## src/verilog/lmx_pkg.sv

```systemverilog
package lmx_pkg;

  typedef logic [31:0] lmx_word_t;  // one synthesizer program or readback word
  typedef logic [1:0]  reg_idx_t;   // wb_adr_i[3:2]

  localparam reg_idx_t REG_DATA = 2'd0;
  localparam reg_idx_t REG_CTRL = 2'd1;
  localparam reg_idx_t REG_STAT = 2'd2;  // index 3 unused

  typedef enum logic [2:0] {
    SEQ_IDLE,
    SEQ_START,  // waiting for first serial fall
    SEQ_SHIFT,
    SEQ_LAST,   // all 32 rises seen
    SEQ_LATCH
  } seq_state_t;

  typedef struct packed {
    logic load;       // holding word into shifter
    logic shift_out;  // next output bit
    logic sample_in;  // muxout into capture
  } spi_step_t;

endpackage

```

## src/verilog/lmx_wb_regs.sv

```systemverilog
`timescale 1ns/1ps

module lmx_wb_regs import lmx_pkg::*; (
  input  logic        wb_clk_i,
  input  logic        wb_rst_i,
  input  logic [31:0] wb_adr_i,
  input  logic [31:0] wb_dat_i,
  input  logic [3:0]  wb_sel_i,
  input  logic        wb_we_i,
  input  logic        wb_cyc_i,
  input  logic        wb_stb_i,
  input  logic        busy_i,
  input  logic        done_i,
  input  lmx_word_t   capture_i,
  output logic [31:0] wb_dat_o,
  output logic        wb_ack_o,
  output logic        wb_err_o,
  output logic        start_o,
  output lmx_word_t   word_o,
  output logic        ce_o,
  output logic        be_o
);

  logic      ack_q;
  logic      err_q;
  logic      start_q;
  logic      ce_q;
  logic      be_q;
  lmx_word_t hold_q;
  lmx_word_t readback_q;
  lmx_word_t rdata_q;
  lmx_word_t rd_mux;
  reg_idx_t  idx;
  logic      req;
  logic      data_wr;
  logic      reject;

  assign idx     = wb_adr_i[3:2];
  assign req     = wb_cyc_i && wb_stb_i && !ack_q && !err_q;  // one answer per request
  assign data_wr = req && wb_we_i && (idx == REG_DATA);
  assign reject  = data_wr && busy_i;  // no queue, transfer in flight

  always_comb begin
    case (idx)
      REG_DATA: rd_mux = readback_q;
      REG_CTRL: rd_mux = {30'd0, be_q, ce_q};
      REG_STAT: rd_mux = {31'd0, busy_i};
      default:  rd_mux = '0;
    endcase
  end

  always_ff @(posedge wb_clk_i) begin
    if (wb_rst_i) begin
      ack_q   <= 1'b0;
      err_q   <= 1'b0;
      start_q <= 1'b0;
      ce_q    <= 1'b0;
      be_q    <= 1'b0;
    end else begin
      ack_q   <= req && !reject;
      err_q   <= reject;
      start_q <= data_wr && !busy_i;  // lands in the ack cycle
      if (req && wb_we_i && (idx == REG_CTRL) && wb_sel_i[0]) begin
        ce_q <= wb_dat_i[0];
        be_q <= wb_dat_i[1];
      end
    end
  end

  // byte merge into the holding word
  always_ff @(posedge wb_clk_i) begin
    if (data_wr && !busy_i) begin
      for (int i = 0; i < 4; i++) begin
        if (wb_sel_i[i]) begin
          hold_q[8*i +: 8] <= wb_dat_i[8*i +: 8];
        end
      end
    end
  end

  always_ff @(posedge wb_clk_i) begin
    if (done_i) begin
      readback_q <= capture_i;
    end
    if (req) begin
      rdata_q <= wb_we_i ? '0 : rd_mux;  // writes return zero
    end
  end

  assign wb_dat_o = wb_ack_o ? rdata_q : '0;
  assign wb_ack_o = ack_q;
  assign wb_err_o = err_q;
  assign start_o  = start_q;
  assign word_o   = hold_q;
  assign ce_o     = ce_q;
  assign be_o     = be_q;

  assert property (@(posedge wb_clk_i) disable iff (wb_rst_i) !(wb_ack_o && wb_err_o))
    else $error("wb_ack_o and wb_err_o high together");

endmodule

```

## src/verilog/lmx_sclk_gen.sv

```systemverilog
`timescale 1ns/1ps

module lmx_sclk_gen #(
  parameter int SPI_CLK_DIV_BITS = 5
) (
  input  logic wb_clk_i,
  input  logic restart_i,
  output logic sclk_o,
  output logic rise_o,
  output logic fall_o
);

  logic [SPI_CLK_DIV_BITS-1:0] cnt_q = '0;
  logic                        sclk_q = 1'b0;  // previous serial clock level

  always_ff @(posedge wb_clk_i) begin
    if (restart_i) begin
      cnt_q  <= '0;  // known phase per transfer
      sclk_q <= 1'b0;
    end else begin
      cnt_q  <= cnt_q + 1'b1;
      sclk_q <= sclk_o;
    end
  end

  assign sclk_o = cnt_q[SPI_CLK_DIV_BITS-1];  // high in second half of period
  assign rise_o = sclk_o && !sclk_q;
  assign fall_o = !sclk_o && sclk_q;

  assert property (@(posedge wb_clk_i) !(rise_o && fall_o))
    else $error("rise_o and fall_o in the same cycle");

endmodule

```

## src/verilog/lmx_spi_sequencer.sv

```systemverilog
`timescale 1ns/1ps

module lmx_spi_sequencer import lmx_pkg::*; (
  input  logic      wb_clk_i,
  input  logic      wb_rst_i,
  input  logic      start_i,
  input  logic      rise_i,
  input  logic      fall_i,
  output spi_step_t step_o,
  output logic      clk_en_o,
  output logic      le_o,
  output logic      busy_o,
  output logic      done_o
);

  seq_state_t state_q;
  logic [4:0] bit_cnt_q;
  logic       clk_en_q;
  logic       le_q;

  always_ff @(posedge wb_clk_i) begin
    if (wb_rst_i) begin
      state_q   <= SEQ_IDLE;
      bit_cnt_q <= '0;
      clk_en_q  <= 1'b0;
      le_q      <= 1'b0;
    end else if (start_i) begin
      state_q   <= SEQ_START;  // restarts from any state
      bit_cnt_q <= '0;
      clk_en_q  <= 1'b0;
      le_q      <= 1'b0;
    end else begin
      case (state_q)
        SEQ_START: begin
          if (fall_i) begin
            state_q   <= SEQ_SHIFT;
            clk_en_q  <= 1'b1;
            bit_cnt_q <= '0;
          end
        end
        SEQ_SHIFT: begin
          if (rise_i) begin
            bit_cnt_q <= bit_cnt_q + 1'b1;
            if (bit_cnt_q == 5'd31) begin
              state_q <= SEQ_LAST;
            end
          end
        end
        SEQ_LAST: begin
          if (fall_i) begin
            clk_en_q <= 1'b0;  // pin clock stays low from here
            le_q     <= 1'b1;
            state_q  <= SEQ_LATCH;
          end
        end
        SEQ_LATCH: begin
          if (rise_i) begin
            le_q    <= 1'b0;
            state_q <= SEQ_IDLE;
          end
        end
        default: begin
          state_q <= SEQ_IDLE;
        end
      endcase
    end
  end

  assign step_o.load      = (state_q == SEQ_START) && fall_i;
  assign step_o.shift_out = (state_q == SEQ_SHIFT) && fall_i;
  assign step_o.sample_in = (state_q == SEQ_SHIFT) && rise_i;

  assign clk_en_o = clk_en_q;
  assign le_o     = le_q;
  assign busy_o   = start_i || (state_q != SEQ_IDLE);
  assign done_o   = (state_q == SEQ_LATCH) && rise_i;  // capture is final here

  assert property (@(posedge wb_clk_i) disable iff (wb_rst_i) !(le_o && clk_en_o))
    else $error("latch enable while pin clock enabled");

endmodule

```

## src/verilog/lmx_spi_shifter.sv

```systemverilog
`timescale 1ns/1ps

module lmx_spi_shifter import lmx_pkg::*; (
  input  logic      wb_clk_i,
  input  spi_step_t step_i,
  input  lmx_word_t word_i,
  input  logic      muxout_i,
  output logic      sdo_o,
  output lmx_word_t capture_o
);

  lmx_word_t out_q;
  lmx_word_t cap_q;

  // msb first towards the synthesizer
  always_ff @(posedge wb_clk_i) begin
    if (step_i.load) begin
      out_q <= word_i;
    end else if (step_i.shift_out) begin
      out_q <= {out_q[30:0], 1'b0};
    end
  end

  always_ff @(posedge wb_clk_i) begin
    if (step_i.load) begin
      cap_q <= '0;
    end else if (step_i.sample_in) begin
      cap_q <= {cap_q[30:0], muxout_i};  // fills from the right
    end
  end

  assign sdo_o     = out_q[31];
  assign capture_o = cap_q;

endmodule

```

## src/verilog/lmx2581_ctrl_top.sv

```systemverilog
`timescale 1ns/1ps

module lmx2581_ctrl_top import lmx_pkg::*; #(
  parameter int SPI_CLK_DIV_BITS = 5
) (
  input  logic        wb_clk_i,
  input  logic        wb_rst_i,
  output logic [31:0] wb_dat_o,
  output logic        wb_err_o,
  output logic        wb_ack_o,
  input  logic [31:0] wb_adr_i,
  input  logic [3:0]  wb_sel_i,
  input  logic [31:0] wb_dat_i,
  input  logic        wb_we_i,
  input  logic        wb_cyc_i,
  input  logic        wb_stb_i,
  input  logic        lmx_muxout_i,
  output logic        lmx_clk_o,
  output logic        lmx_data_o,
  output logic        lmx_le_o,
  output logic        lmx_ce_o,
  output logic        lmx_be_o
);

  logic      start;
  logic      busy;
  logic      done;
  logic      sclk;
  logic      sclk_rise;
  logic      sclk_fall;
  logic      clk_en;
  lmx_word_t hold_word;
  lmx_word_t capture;
  spi_step_t step;

  lmx_wb_regs lmx_wb_regs_inst (
    .wb_clk_i  (wb_clk_i),
    .wb_rst_i  (wb_rst_i),
    .wb_adr_i  (wb_adr_i),
    .wb_dat_i  (wb_dat_i),
    .wb_sel_i  (wb_sel_i),
    .wb_we_i   (wb_we_i),
    .wb_cyc_i  (wb_cyc_i),
    .wb_stb_i  (wb_stb_i),
    .busy_i    (busy),
    .done_i    (done),
    .capture_i (capture),
    .wb_dat_o  (wb_dat_o),
    .wb_ack_o  (wb_ack_o),
    .wb_err_o  (wb_err_o),
    .start_o   (start),
    .word_o    (hold_word),
    .ce_o      (lmx_ce_o),
    .be_o      (lmx_be_o)
  );

  lmx_sclk_gen #(
    .SPI_CLK_DIV_BITS (SPI_CLK_DIV_BITS)
  ) lmx_sclk_gen_inst (
    .wb_clk_i  (wb_clk_i),
    .restart_i (start),
    .sclk_o    (sclk),
    .rise_o    (sclk_rise),
    .fall_o    (sclk_fall)
  );

  lmx_spi_sequencer lmx_spi_sequencer_inst (
    .wb_clk_i (wb_clk_i),
    .wb_rst_i (wb_rst_i),
    .start_i  (start),
    .rise_i   (sclk_rise),
    .fall_i   (sclk_fall),
    .step_o   (step),
    .clk_en_o (clk_en),
    .le_o     (lmx_le_o),
    .busy_o   (busy),
    .done_o   (done)
  );

  lmx_spi_shifter lmx_spi_shifter_inst (
    .wb_clk_i  (wb_clk_i),
    .step_i    (step),
    .word_i    (hold_word),
    .muxout_i  (lmx_muxout_i),
    .sdo_o     (lmx_data_o),
    .capture_o (capture)
  );

  assign lmx_clk_o = sclk && clk_en;  // clock only inside a transfer

endmodule

```

## config.mk

```make
export PLATFORM = sky130hd
export DESIGN_NAME = lmx2581_ctrl_top
export DESIGN_NICKNAME = d
export VERILOG_FILES = /design/src/verilog/lmx_pkg.sv /design/src/verilog/lmx_wb_regs.sv /design/src/verilog/lmx_sclk_gen.sv /design/src/verilog/lmx_spi_sequencer.sv /design/src/verilog/lmx_spi_shifter.sv /design/src/verilog/lmx2581_ctrl_top.sv
export SDC_FILE = /design/constraint.sdc
export NUM_CORES = 1
export LEC_CHECK = 0
export BUFFER_PORTS_ARGS = -buffer_cell sky130_fd_sc_hd__buf_2
export CAP_MARGIN = 20
export CORE_MARGIN = 5
export CORE_UTILIZATION = 45
export CTS_BUF_LIST = sky130_fd_sc_hd__clkbuf_16
export DETAILED_ROUTE_END_ITERATION = 12
export GPL_TIMING_DRIVEN = 0
export PLACE_DENSITY = 0.68
export SYNTH_ARGS = -nofsm -noshare
export SYNTH_HDL_FRONTEND = slang
export SYNTH_SLANG_ARGS = --single-unit
```

## constraint.sdc

```tcl
create_clock -name wb_clk_i -period 3.65 [get_ports wb_clk_i]
set_clock_uncertainty 0.15 [all_clocks]
set_input_delay 0 -clock wb_clk_i [delete_from_list [all_inputs] [get_ports wb_clk_i]]
set_output_delay 0 -clock wb_clk_i [all_outputs]
set_load 0.01 [all_outputs]
```

== After elaboration in Yosys (flattened, before gate mapping) ==
Index checks and enable logic that the tools add are counted.
Word-level totals
  bits in registers: 181
  input bits: 74
  output and inout bits: 39
  logic and storage cells: 98
Cells by class
  $add $sub $neg: 2
  equality and inequality tests: 17
  multiplexer cells: 19
  reduce and logical (&&, ||, !) cells: 40
Operators by type and width (count)
  two-way mux 32 bit: 3
  one-hot mux 32 bit (3 select lines): 1
  logical AND 1 bit: 17
  two-way mux 3 bit: 5
  inequality test 3 x 2 -> 1 bit, second input constant: 5
  one-hot mux 3 bit (4 select lines): 1
  adder 5 x 1 -> 5 bit, second input constant: 2
  two-way mux 5 bit: 2
  inequality test 2 x 1 -> 1 bit, second input constant: 5
  one-hot mux 5 bit (2 select lines): 1
  AND reduction 5 bit: 2
  AND reduction 3 bit: 3
  AND reduction 2 bit: 4
  nonzero test 2 bit: 4
  equality test 3 x 2 -> 1 bit, second input constant: 2
  logical NOT 1 bit: 6
  equality test 5 bit, second input constant: 1
  two-way mux 1 bit: 4
  one-hot mux 1 bit (2 select lines): 2
  equality test 3 x 1 -> 1 bit, second input constant: 1
  equality test 3 bit, second input constant: 1
  nonzero test 3 bit: 1
  equality test 2 x 1 -> 1 bit, second input constant: 1
  equality test 2 bit, second input constant: 1
  other kinds (3): 3

== Logic depth before layout (Yosys ltp) ==
Gate-level depths: netlist of the first run.
  depth after elaboration: 8
  mapped depth: 6
  gate-level depth less buffers: 5

== By module ==
A second synthesis of the first run with hierarchy kept.
Unflattened totals
  cells, all modules: 450
  area total of the unflattened synthesis: 6931.6 um2
Modules (own cells, without submodules)
  lmx_wb_regs: instances 1, cells each 198, area an instance 3608.5 um2, sequential area each 2982.9 um2
  lmx_spi_shifter: instances 1, cells each 172, area an instance 2555.0 um2, sequential area each 1601.5 um2
  lmx_spi_sequencer: instances 1, cells each 58, area an instance 529.3 um2, sequential area each 200.2 um2
  lmx_sclk_gen: instances 1, cells each 21, area an instance 232.7 um2, sequential area each 120.1 um2
  lmx2581_ctrl_top: instances 1, cells each 1, area an instance 6.3 um2, sequential area each 0.0 um2

== Worst setup path after synthesis of the first run ==
Ideal clock, no wire load.
  path kind: register to register
  start: register lmx_sclk_gen_inst.cnt_q[4]
  end: register lmx_spi_shifter_inst.out_q[0], enable pin
  setup time: 461 ps
  arrival: 2825 ps
  data required time: 3039 ps
  slack: 214 ps
  cell stages (with the launch flop): 4
  buffers on the path: 1
  period minus slack after synthesis: 3436 ps
  cell sequence: dfxtp_1 -> buf_2 -> nand2b_1 -> nor3_1
On the way
  word-level cells in the longest chain between the ends: 4
  elaborated cells between the ends (all ways): 5
  classes of those cells: 5 x reduce/logical
Ends and longest elaborated chain
  start: declaration: RTL line lmx_sclk_gen.sv:13  | logic [SPI_CLK_DIV_BITS-1:0] cnt_q = '0;
  start signal: assignment: RTL line lmx_sclk_gen.sv:21  | cnt_q <= cnt_q + 1'b1;
  logical NOT 1 bit *: RTL line lmx_sclk_gen.sv:28  | assign fall_o = !sclk_o && sclk_q;
  logical AND 1 bit *: RTL line lmx_sclk_gen.sv:28
  logical AND 1 bit (on tied branches): RTL line lmx_spi_sequencer.sv:70, lmx_spi_sequencer.sv:69
  nonzero test 2 bit (no line) *
  end signal: assignment: RTL line lmx_spi_shifter.sv:18  | out_q <= word_i;
  end signal: assignment: RTL line lmx_spi_shifter.sv:20  | out_q <= {out_q[30:0], 1'b0};
  end: declaration: RTL line lmx_spi_shifter.sv:12  | lmx_word_t out_q;
Every way passes the cells marked *; elsewhere a longest branch is shown, timed or not.
A chain may end at the register's enable or synchronous reset.

== Final worst setup path of the first run ==
  start: register lmx_wb_regs_inst.ack_q (netlist: lmx_wb_regs_inst.wb_ack_o)
  end: register lmx_wb_regs_inst.ce_q (netlist: lmx_wb_regs_inst.ce_o)
On the way
  word-level cells in the longest chain between the ends: 6
Ends and longest elaborated chain
  start: declaration: RTL line lmx_wb_regs.sv:24  | logic ack_q;
  start signal: assignment: RTL line lmx_wb_regs.sv:60  | ack_q <= req && !reject;
  logical NOT 1 bit: RTL line lmx_wb_regs.sv:39  | assign req = wb_cyc_i && wb_stb_i && !ack_q && !err_q;
  logical AND 1 bit (2 in series): RTL line lmx_wb_regs.sv:39
  logical AND 1 bit (3 in series): RTL line lmx_wb_regs.sv:63  | if (req && wb_we_i && (idx == REG_CTRL) && wb_sel_i[0]) begin
  end signal: assignment: RTL line lmx_wb_regs.sv:64  | ce_q <= wb_dat_i[0];
  end: declaration: RTL line lmx_wb_regs.sv:27  | logic ce_q;
Every way passes these cells.

==> metrics.txt, run 1 <==
r2r endpoint lmx_wb_regs_inst.ce_o$_SDFFE_PP0P_; min-delay worst type in2reg; Synth Warn # 0; post_cts resized 0; first-pass GRT wire length 20.42 mm; Hold Fails Final Rpt 0; GR Overflow Total 0; CP arrival 2.95 ns; vias 4241; top post-synthesis cells by area edfxtp_1 (56%), dfxtp_1 (15%), and2_1 (6.1%); Design Area, Final 8633 um^2; Setup CP Type reg2reg; initial core utilization 45.62%; critical path endpoint category register; Setup WS post-layout 0.9176 ns; max cap viols 0; fin. max-slew vios 0; Seq cells post-synth 181; drt pass-1 iters 4; CTS Hold Bufs 44; Fmax achieved 366.0 MHz; GRT Total Usage 14.29%; status completed; number of global-route vias before repair 4202; P_leak 3.277 nW; CP Max Fanout 7; Routed Antenna Nets 0; post-synthesis cell area 6909 um^2; Worst Reg-to-Reg Cells 5; Setup crit end lmx_wb_regs_inst.ce_o$_SDFFE_PP0P_; clk root buf clkbuf_16; Detailed Route WL 12.39 mm; Worst VDD drop 0.3316 mV; post-synth top area cell edfxtp_1; core area 15150 um^2; WL per Instance 14.66 um; antenna violations before repair 0; CTS clock-pin slew for the worst setup and hold paths 0.07 ns; critical path startpoint lmx_wb_regs_inst.wb_ack_o$_SDFF_PP0_; Post CTS Setup Buffer Count 0; pwr dens 496.8 nW/um^2; Final Wtd Congestion 0.7250; CP startpoint kind register; setup violators final 0; DRT iter0 DRCs 203; Min-Delay Path Depth 2; final net count 721; Chip Height 133.9 um; Skew-Pair Late Insertion Delay 0.42 ns; worst-margin pin slew 0.9356 ns; Rows 45; clk buf depth 2; number of enable flip-flop cells after synthesis 128; setup_tns 0 ns; Placed Area 7617 um^2; Distinct cells, synth 41; Mapped Cells 498; FF-to-FF Start lmx_wb_regs_inst.wb_ack_o$_SDFF_PP0_; Min Hold Slack 0.1272 ns; FF-to-FF setup slack 0.92 ns; crit path time final 2.732 ns; Port Buf Inserts 80; DRC viols 0; CTS tree done; H-tree level count 4; pin count of the biggest net entering global routing 33; n_diodes 0; commonest non-fill, non-tap cell in the layout edfxtp_1; RSZ-0062 raised after global routing no; Max transition margin 37.46%; Area Growth Syn to Fin 24.95%; CTS sink count 181; Final Cycle Share 74.86%; Num CTS Buffers 17; layout cell share with drive strength beyond 1 24.81%; post-DP HPWL 8.288 mm; Die ar. 17930 um^2; predominant post-synthesis flop cell edfxtp_1; Post-synth ARST share 0%; post-synthesis sequential area ratio 70.99%; Die X 133.9 um; worst path required time 3.86 ns; top-area cell type share of the netlist area 55.63%; Ports 113; synthesized area per cell 13.87 um^2; DP Worst Slack 1.157 ns; Vias/cell 5.019; most frequent cells in the layout edfxtp_1 (128), buf_2 (89), and2_1 (67), dfxtp_1 (53), dlygate4sd3_1 (44); Syn Nets 575
==> where the power goes <==
group          switching (W)  internal, W
logic               0.000114     0.000125
registers          0.0000354      0.00225
clock network       0.000711      0.00106
==> flip-flops by register name (all words and copies together) (netlist names), 3 cells and up <==
signal	count
lmx_spi_shifter_inst.capture_o	32
lmx_spi_shifter_inst.out_q	32
lmx_wb_regs_inst.rdata_q	32
lmx_wb_regs_inst.readback_q	32
lmx_wb_regs_inst.word_o	32
lmx_sclk_gen_inst.cnt_q	5
lmx_spi_sequencer_inst.bit_cnt_q	5
lmx_spi_sequencer_inst.state_q	3
==> critical path: stages, from the launching register on <==
cell and delay, ns:
dfxtp_1 0.43, nand4bb_1 0.42, nor4_2 0.28, dlygate4sd3_1 0.66
mux2i_1 0.19, dlygate4sd3_1 0.55
==> per-layer routing <==
metal / wire, um / vias up / global-route usage [%]
li1: - / 2099 / -
met1: 5396 / 2026 / 18.18
met2: 6163 / 92 / 23.41
met3: 561 / 24 / 3.526
met4: 266 / 0 / 6.114
met5: 0 / - / 0
==> Yosys cell counts (2+ instances only) <==
cell       instances
edfxtp_1         128
and2_1            67
dfxtp_1           53
a21oi_1           37
nand3_1           36
o21ai_0           35
mux2_2            31
clkbuf_1          19
buf_2              9
nor2_1             9
nand2_1            8
nand2b_1           6
nor3_1             6
nor2b_1            5
buf_4              4
inv_1              4
mux2i_1            4
and3_1             3
ha_1               3
nand4bb_1          3
o22ai_1            3
or4_1              3
xor2_1             3
xnor2_1            2
==> worst min-delay path by stage <==
stage | from | endpoint | slack, ns
after floorplan | wb_dat_i[0] | lmx_wb_regs_inst.word_o[0]$_DFFE_PP_ | -0.05
after global placement | wb_dat_i[14] | lmx_wb_regs_inst.word_o[14]$_DFFE_PP_ | 0.03
after detailed placement | wb_dat_i[5] | lmx_wb_regs_inst.word_o[5]$_DFFE_PP_ | 0.03
after CTS | wb_dat_i[14] | lmx_wb_regs_inst.word_o[14]$_DFFE_PP_ | 0.11
after global routing | wb_dat_i[20] | lmx_wb_regs_inst.word_o[20]$_DFFE_PP_ | 0.12
final | wb_dat_i[14] | lmx_wb_regs_inst.word_o[14]$_DFFE_PP_ | 0.13
==> through the flow <==
| stage | cells | util, % | total power, W |
|---|---|---|---|
| after floorplan | 498 | - | 0.002448 |
| after global placement | 766 | 49.81 | 0.002503 |
| after detailed placement | 769 | 50.29 | 0.002528 |
| after CTS | 845 | 57.00 | 0.004320 |
| after global routing | 845 | 57.00 | 0.004430 |
| final | 845 | 57.00 | 0.004289 |
==> cell type report <==
class	instances	area, um^2
fillers	1194	6513
flip-flops and latches	181	4905
multi-input cells	279	1854
repair buffers	127	894.6
clock buffers	17	425.4
well taps	188	235.2
clock inverters	15	150.1
plain buffers	33	150.1
inverters	5	18.77
==> logic make-up after synthesis <==
family                     share of synthesized area [%]
muxes                                              5.632
xor gates and xnor gates                          0.6339
adders and majority gates                         0.5433
AOI/OAI and AO/OA                                  6.121
DFF                                                70.99
buffers and inverters                              2.445
and+or+nand+nor                                    13.64
No activity file was read; power rests on OpenSTA's default activity.
==> inputs of run 2 (changes only) <==
clock period = 2.4 ns   (was 3.65 ns; I/O delays follow)
==> metrics.txt, run 2 (synthesis results as in run 1) <==
Port Buf Inserts 80 (unchanged); min-delay worst type in2reg; vias 4231 (-0.24%); layout cell share with drive strength beyond 1 25.91% (+1.1 points); critical path endpoint category register; sequential cell area 4905 um^2 (unchanged); Ports 113 (unchanged); routed wl met3 652 um (+16%); area of the multi-input gates 1901 um^2 (+2.5%); final net count 724 (+0.42%); fin. max-slew vios 0 (unchanged); CTS clock-pin slew for the worst setup and hold paths 0.07 ns (about the same); worst-margin pin slew 0.7731 ns (-0.1625 ns); DRT iter0 DRCs 291 (+43%); drt pass-1 iters 4 (unchanged); Num CTS Buffers 17 (unchanged); CP startpoint kind primary input; Die ar. 17930 um^2 (unchanged); CP arrival 2.58 ns (-0.37 ns); n_diodes 0 (unchanged); Setup CP Type in2reg; CTS sink count 181 (unchanged); most frequent cells in the layout edfxtp_1 (128), buf_2 (89), and2_1 (64), dfxtp_1 (53), dlygate4sd3_1 (47); clk buf depth 2 (unchanged); Post CTS Setup Buffer Count 0 (unchanged); number of global-route vias before repair 4338 (+3.2%); max cap viols 0 (unchanged); post-DP HPWL 8.340 mm (+0.63%); routed wl met2 6.295 mm (+2.1%); status completed; worst path required time 2.61 ns (-1.25 ns); Fmax achieved 423.2 MHz; Final Wtd Congestion 0.7746 (+6.8%); Worst VDD drop 0.6021 mV (+82%); Area Growth Syn to Fin 25.90%; H-tree level count 4 (unchanged); Skew-Pair Late Insertion Delay 0.43 ns (about the same); max layer used met4; Detailed Route WL 12.75 mm (+2.9%); Fillers 1208 (+1.2%); Core Util, Final 57.43% (+0.43 points); GRT Total Usage 14.64% (+0.35 points); Rows 45 (unchanged); WL per Instance 15.03 um (+2.5%); Final Cycle Share 98.46%; CP Max Fanout 7 (unchanged); pin count of the biggest net entering global routing 33 (unchanged); DRC viols 0 (unchanged); P_leak 3.270 nW (-0.21%); Chip Height 133.9 um (unchanged); setup violators final 0 (unchanged); commonest non-fill, non-tap cell in the layout edfxtp_1; GR Overflow Total 0 (unchanged); pwr dens 742.9 nW/um^2 (+50%); routed metal-1 wirelength 5.560 mm (+3.0%); initial core utilization 45.62% (unchanged); crit path time final 2.363 ns; first-pass GRT wire length 20.95 mm (+2.6%); Vias/cell 4.989 (-0.59%); core area 15150 um^2 (unchanged); CTS tree done; Routed Antenna Nets 0 (unchanged); antenna violations before repair 0 (unchanged); setup_tns 0 ns (unchanged); clk root buf clkbuf_16; Hold Fails Final Rpt 0 (unchanged); Die X 133.9 um (unchanged); Max transition margin 48.29% (+11 points)
run 2: power by group:
part	internal, W	switching (W)	total, W
combinational	0.000196	0.000191	0.000386
sequential	0.00341	0.0000542	0.00347
clock	0.00137	0.00123	0.00261
run 2: what timing repair did:
action                                  in CTS  in global routing
cloned                                       0                  1
hold buffers                                45                  2
gates resized for setup                      1                  6
hold endpoints to repair                    73                  8
endpoints found under the setup margin       8                 58
pin swaps                                    0                  0
run 2: path summary, 6_finish.rpt:
check                                                  startpoint                                   endpoint  slack, ns  cells after the start
hold reg to reg   lmx_spi_shifter_inst.capture_o[31]$_SDFFE_PP0P_  lmx_wb_regs_inst.readback_q[31]$_DFFE_PP_       0.28                      0
setup / recovery                                          wb_we_i         lmx_wb_regs_inst.be_o$_SDFFE_PP0P_       0.04                      7
hold / removal                                        wb_dat_i[9]       lmx_wb_regs_inst.word_o[9]$_DFFE_PP_       0.12                      2
setup reg to reg              lmx_wb_regs_inst.start_o$_SDFF_PP0_      lmx_wb_regs_inst.word_o[10]$_DFFE_PP_       0.18                      5
run 2: critical path: stages:
cell	delay, ns
dlygate4sd3_1	0.52
buf_2	0.18
nand2_1	0.14
dlygate4sd3_1	0.62
nor4_2	0.29
dlygate4sd3_1	0.65
mux2i_1	0.18
run 2: per-stage QoR:
step	setup WS (ns)	std cells	power (W)	hold slack (ns)	instance area (um^2)
finish	0.03700	848	0.006462	0.1184	8698
global route	-0.04407	848	0.006731	0.1120	8698
CTS	0.01794	845	0.006529	0.09742	8647
detailed placement	-0.1089	768	0.003848	0.02810	7625
global placement	-0.3402	766	0.003815	0.02758	7565
floorplan	0.2327	498	0.003730	-0.05113	6929
run 2: area by class of cell:
class	count	area share, %
Sequential cell	181	56.39
Multi-Input combinational cell	280	21.85
Timing Repair Buffer	129	10.64
Clock buffer	17	4.891
Tap cell	188	2.704
Buffer	33	1.726
Clock inverter	15	1.582
Inverter	5	0.2158
run 2: metal layers:
| metal | track usage [%] | vias to the layer above |
|---|---|---|
| met2 | 23.69 | 96 |
| met5 | 0 | - |
| li1 | - | 2115 |
| met1 | 18.55 | 2004 |
| met4 | 6.057 | 0 |
| met3 | 4.239 | 16 |
==> inputs of run 3 (changes only) <==
ABC_AREA = 1   (was unset)
CELL_PAD_IN_SITES_DETAIL_PLACEMENT = 1   (was unset)
CELL_PAD_IN_SITES_GLOBAL_PLACEMENT = 1   (was unset)
CORE_UTILIZATION = 39   (was 45)
PLACE_DENSITY = unset   (was 0.68)
PLACE_DENSITY_LB_ADDON = 0.1   (was unset)
==> metrics.txt, run 3 <==
antenna violations before repair 0 (unchanged); RSZ-0062 raised after global routing no; n_diodes 0 (unchanged); post-synthesis cell area 6907 um^2 (about the same); Distinct cells, synth 24 (-41%); post-DP HPWL 10.60 mm (+27%); post-synthesis sequential area ratio 71.01% (about the same); setup_tns 0 ns (unchanged); core area 17360 um^2 (+15%); Area Growth Syn to Fin 27.59%; Seq cells post-synth 181 (unchanged); vias 4863 (+15%); cell with the most instances after synthesis nand2_1; FF-to-FF setup slack 0.16 ns (-0.02 ns); setup violators final 0 (unchanged); Mapped Cells 659 (+32%); Setup CP Type reg2reg; layout cell share with drive strength beyond 1 17.78% (-8.1 points); Syn Nets 736 (+28%); P_leak 3.823 nW (+17%); Num CTS Buffers 17 (unchanged); CP Max Fanout 23 (+16); Worst VDD drop 0.5427 mV (-9.9%); fin. max-slew vios 0 (unchanged); Worst Reg-to-Reg Cells 7 (+2); DRT iter0 DRCs 269 (-7.6%); clk buf depth 2 (unchanged); post-synth top area cell edfxtp_1; Hold Fails Final Rpt 0 (unchanged); CTS clock-pin slew for the worst setup and hold paths 0.07 ns (about the same); number of enable flip-flop cells after synthesis 128 (unchanged); synthesized area per cell 10.48 um^2 (-24%); Rows 48 (+6.7%); Fmax achieved 446.2 MHz (+5.4%); initial core utilization 39.79% (-5.8 points); Ports 113 (unchanged); worst path required time 2.62 ns (about the same); drt pass-1 iters 4 (unchanged); top-area cell type share of the netlist area 55.65% (about the same); Routed Antenna Nets 0 (unchanged); GR Overflow Total 0 (unchanged); CTS tree done; Port Buf Inserts 82 (+2.5%); first-pass GRT wire length 24.94 mm (+19%); Synth top cells by count nand2_1 (182), edfxtp_1 (128), nor2_1 (128), inv_1 (57), dfxtp_1 (53); pwr dens 837.9 nW/um^2 (+13%); Die ar. 20470 um^2 (+14%); r2r endpoint lmx_wb_regs_inst.be_o$_SDFFE_PP0P_; FF-to-FF Start lmx_wb_regs_inst.wb_ack_o$_SDFF_PP0_; top post-synthesis cells by area edfxtp_1 (56%), dfxtp_1 (15%), nand2_1 (9.9%); worst-margin pin slew 0.9363 ns (+0.1632 ns); Final Wtd Congestion 0.8073 (+4.2%); crit path time final 2.241 ns (-0.1218 ns); final net count 885 (+22%); Synth Warn # 0 (unchanged); clk root buf clkbuf_16; Die X 143.1 um (+6.8%); Synth Area in Compound Gates 4.094% (-2.0 points); Synth Area in XOR/XNOR 0.1268% (-0.51 points); DRC viols 0 (unchanged); commonest non-fill, non-tap cell in the layout nand2_1; pin count of the biggest net entering global routing 33 (unchanged); CTS sink count 181 (unchanged); min-delay worst type in2reg; most frequent cells in the layout nand2_1 (182), edfxtp_1 (128), nor2_1 (122), buf_2 (83), inv_1 (57); Final Cycle Share 93.38% (-5.1 points); Max transition margin 37.43% (-11 points); met3 Usage GRT 3.182% (-1.1 points); Vias/cell 4.649 (-6.8%); Min Hold Slack 0.1202 ns (+0.001779 ns); min-delay src wb_dat_i[17]; Chip Height 143.1 um (+6.8%); max cap viols 0 (unchanged); Skew-Pair Late Insertion Delay 0.43 ns (about the same); worst hold endpoint lmx_wb_regs_inst.word_o[17]$_DFFE_PP_; post-synthesis mux area share 0% (-5.6 points); number of global-route vias before repair 5176 (+19%); busiest layer in global routing met2; H-tree level count 4 (unchanged); status completed; Post-Synth Adder-Cell Area 0.5435% (about the same); Detailed Route WL 15.56 mm (+22%); CP arrival 2.46 ns (-0.12 ns); predominant post-synthesis flop cell edfxtp_1; Post-synth ARST share 0% (unchanged); largest family of logic cells by synthesized area simple AND/OR/NAND/NOR gates; Min-Delay Path Depth 2 (unchanged); critical path endpoint category register; M2 GR Usage 28.39% (+4.7 points); WL per Instance 14.87 um (-1.1%); CP startpoint kind register; Synth Area in Simple Gates 18.77% (+5.1 points); GRT Total Usage 15.85% (+1.2 points); met1 GRT Util 18.45% (-0.10 points); critical path startpoint lmx_wb_regs_inst.wb_ack_o$_SDFF_PP0_
[run 3: changes by cell type after synthesis, moves of 5 or more]
cell,previous run,this run
nand2_1,8,182
nor2_1,9,128
and2_1,67,0
inv_1,4,57
mux2_2,31,0
a21oi_1,37,11
nand3_1,36,10
o21ai_1,0,9
buf_2,9,1
nand2b_1,6,0
nor3_1,6,0
inv_2,0,5
nor2b_1,5,0
[run 3: worst max-delay path by stage]
stage / end / slack [ns] / cells past startpoint
after floorplan: lmx_spi_shifter_inst.out_q[0]$_SDFFCE_PN0P_ / 0.23 / 4
after global placement: lmx_wb_regs_inst.be_o$_SDFFE_PP0P_ / -0.37 / 6
after detailed placement: lmx_wb_regs_inst.word_o[30]$_DFFE_PP_ / -0.43 / 6
after CTS: lmx_wb_regs_inst.word_o[30]$_DFFE_PP_ / 0.03 / 6
after global routing: lmx_wb_regs_inst.word_o[9]$_DFFE_PP_ / 0.01 / 6
final: lmx_wb_regs_inst.be_o$_SDFFE_PP0P_ / 0.16 / 7
[run 3: repair_timing]
item / 4_1_cts / 5_1_grt
endpoints found under the hold margin: 90 / 0
pin swaps: 0 / 1
resized for setup: 10 / 1
cloned: 0 / 0
hold buffers: 44 / 0
setup buffers: 0 / 2
endpoints found under the setup margin: 32 / 32
[run 3: cell families (layout without fill, tap and decap cells)]
family,count (synthesis),count (layout)
XOR/XNOR,1,1
buffers and inverters,88,250
adder cells (fa/ha/maj),3,3
AND/OR/NAND/NOR,331,331
AO/OA/AOI/OAI,55,55
flip-flops,181,181
[run 3: through the flow]
| step | util, % | power (W) | area [um^2] | worst slack [ns] | cells |
|---|---|---|---|---|---|
| global placement | 43.85 | 0.004312 | 7611 | -0.3722 | 966 |
| detailed placement | 44.17 | 0.004376 | 7666 | -0.4252 | 968 |
| global route | 50.77 | 0.007723 | 8812 | 0.01332 | 1046 |
| finish | 50.77 | 0.007384 | 8812 | 0.1588 | 1046 |
| CTS | 50.67 | 0.007462 | 8795 | 0.02705 | 1044 |
| floorplan | - | 0.004166 | 6919 | 0.2344 | 659 |
[run 3: critical path, cell delays in order, from the launching register on]
cell and delay (ns):
dfxtp_1 0.31, clkbuf_1 0.29, nor3_4 0.73, buf_8 0.28, nand2_1 0.12, nor2_1 0.14, nor2_1 0.06, nor2_1 0.09
[run 3: final cells by class]
class	count	area, um^2
Buffer	26	143.9
Clock buffer	17	425.4
Clock inverter	15	220.2
Fill cell	1941	8544
Inverter	62	232.7
Multi-Input combinational cell	390	1695
Sequential cell	181	4905
Tap cell	225	281.5
Timing Repair Buffer	130	908.4
[run 3: per-layer routing]
layer | vias to the layer above | part of all wire [%]
li1 | 2432 | -
met1 | 2309 | 41
met2 | 93 | 52
met3 | 29 | 4.1
met4 | 0 | 2.6
met5 | - | 0
[run 3: power breakdown]
part | total, W | switching (W) | internal [W]
logic | 0.000568 | 0.000316 | 0.000252
registers | 0.00380 | 0.000166 | 0.00363
clock network | 0.00302 | 0.00124 | 0.00178
total | 0.00738 | 0.00173 | 0.00566
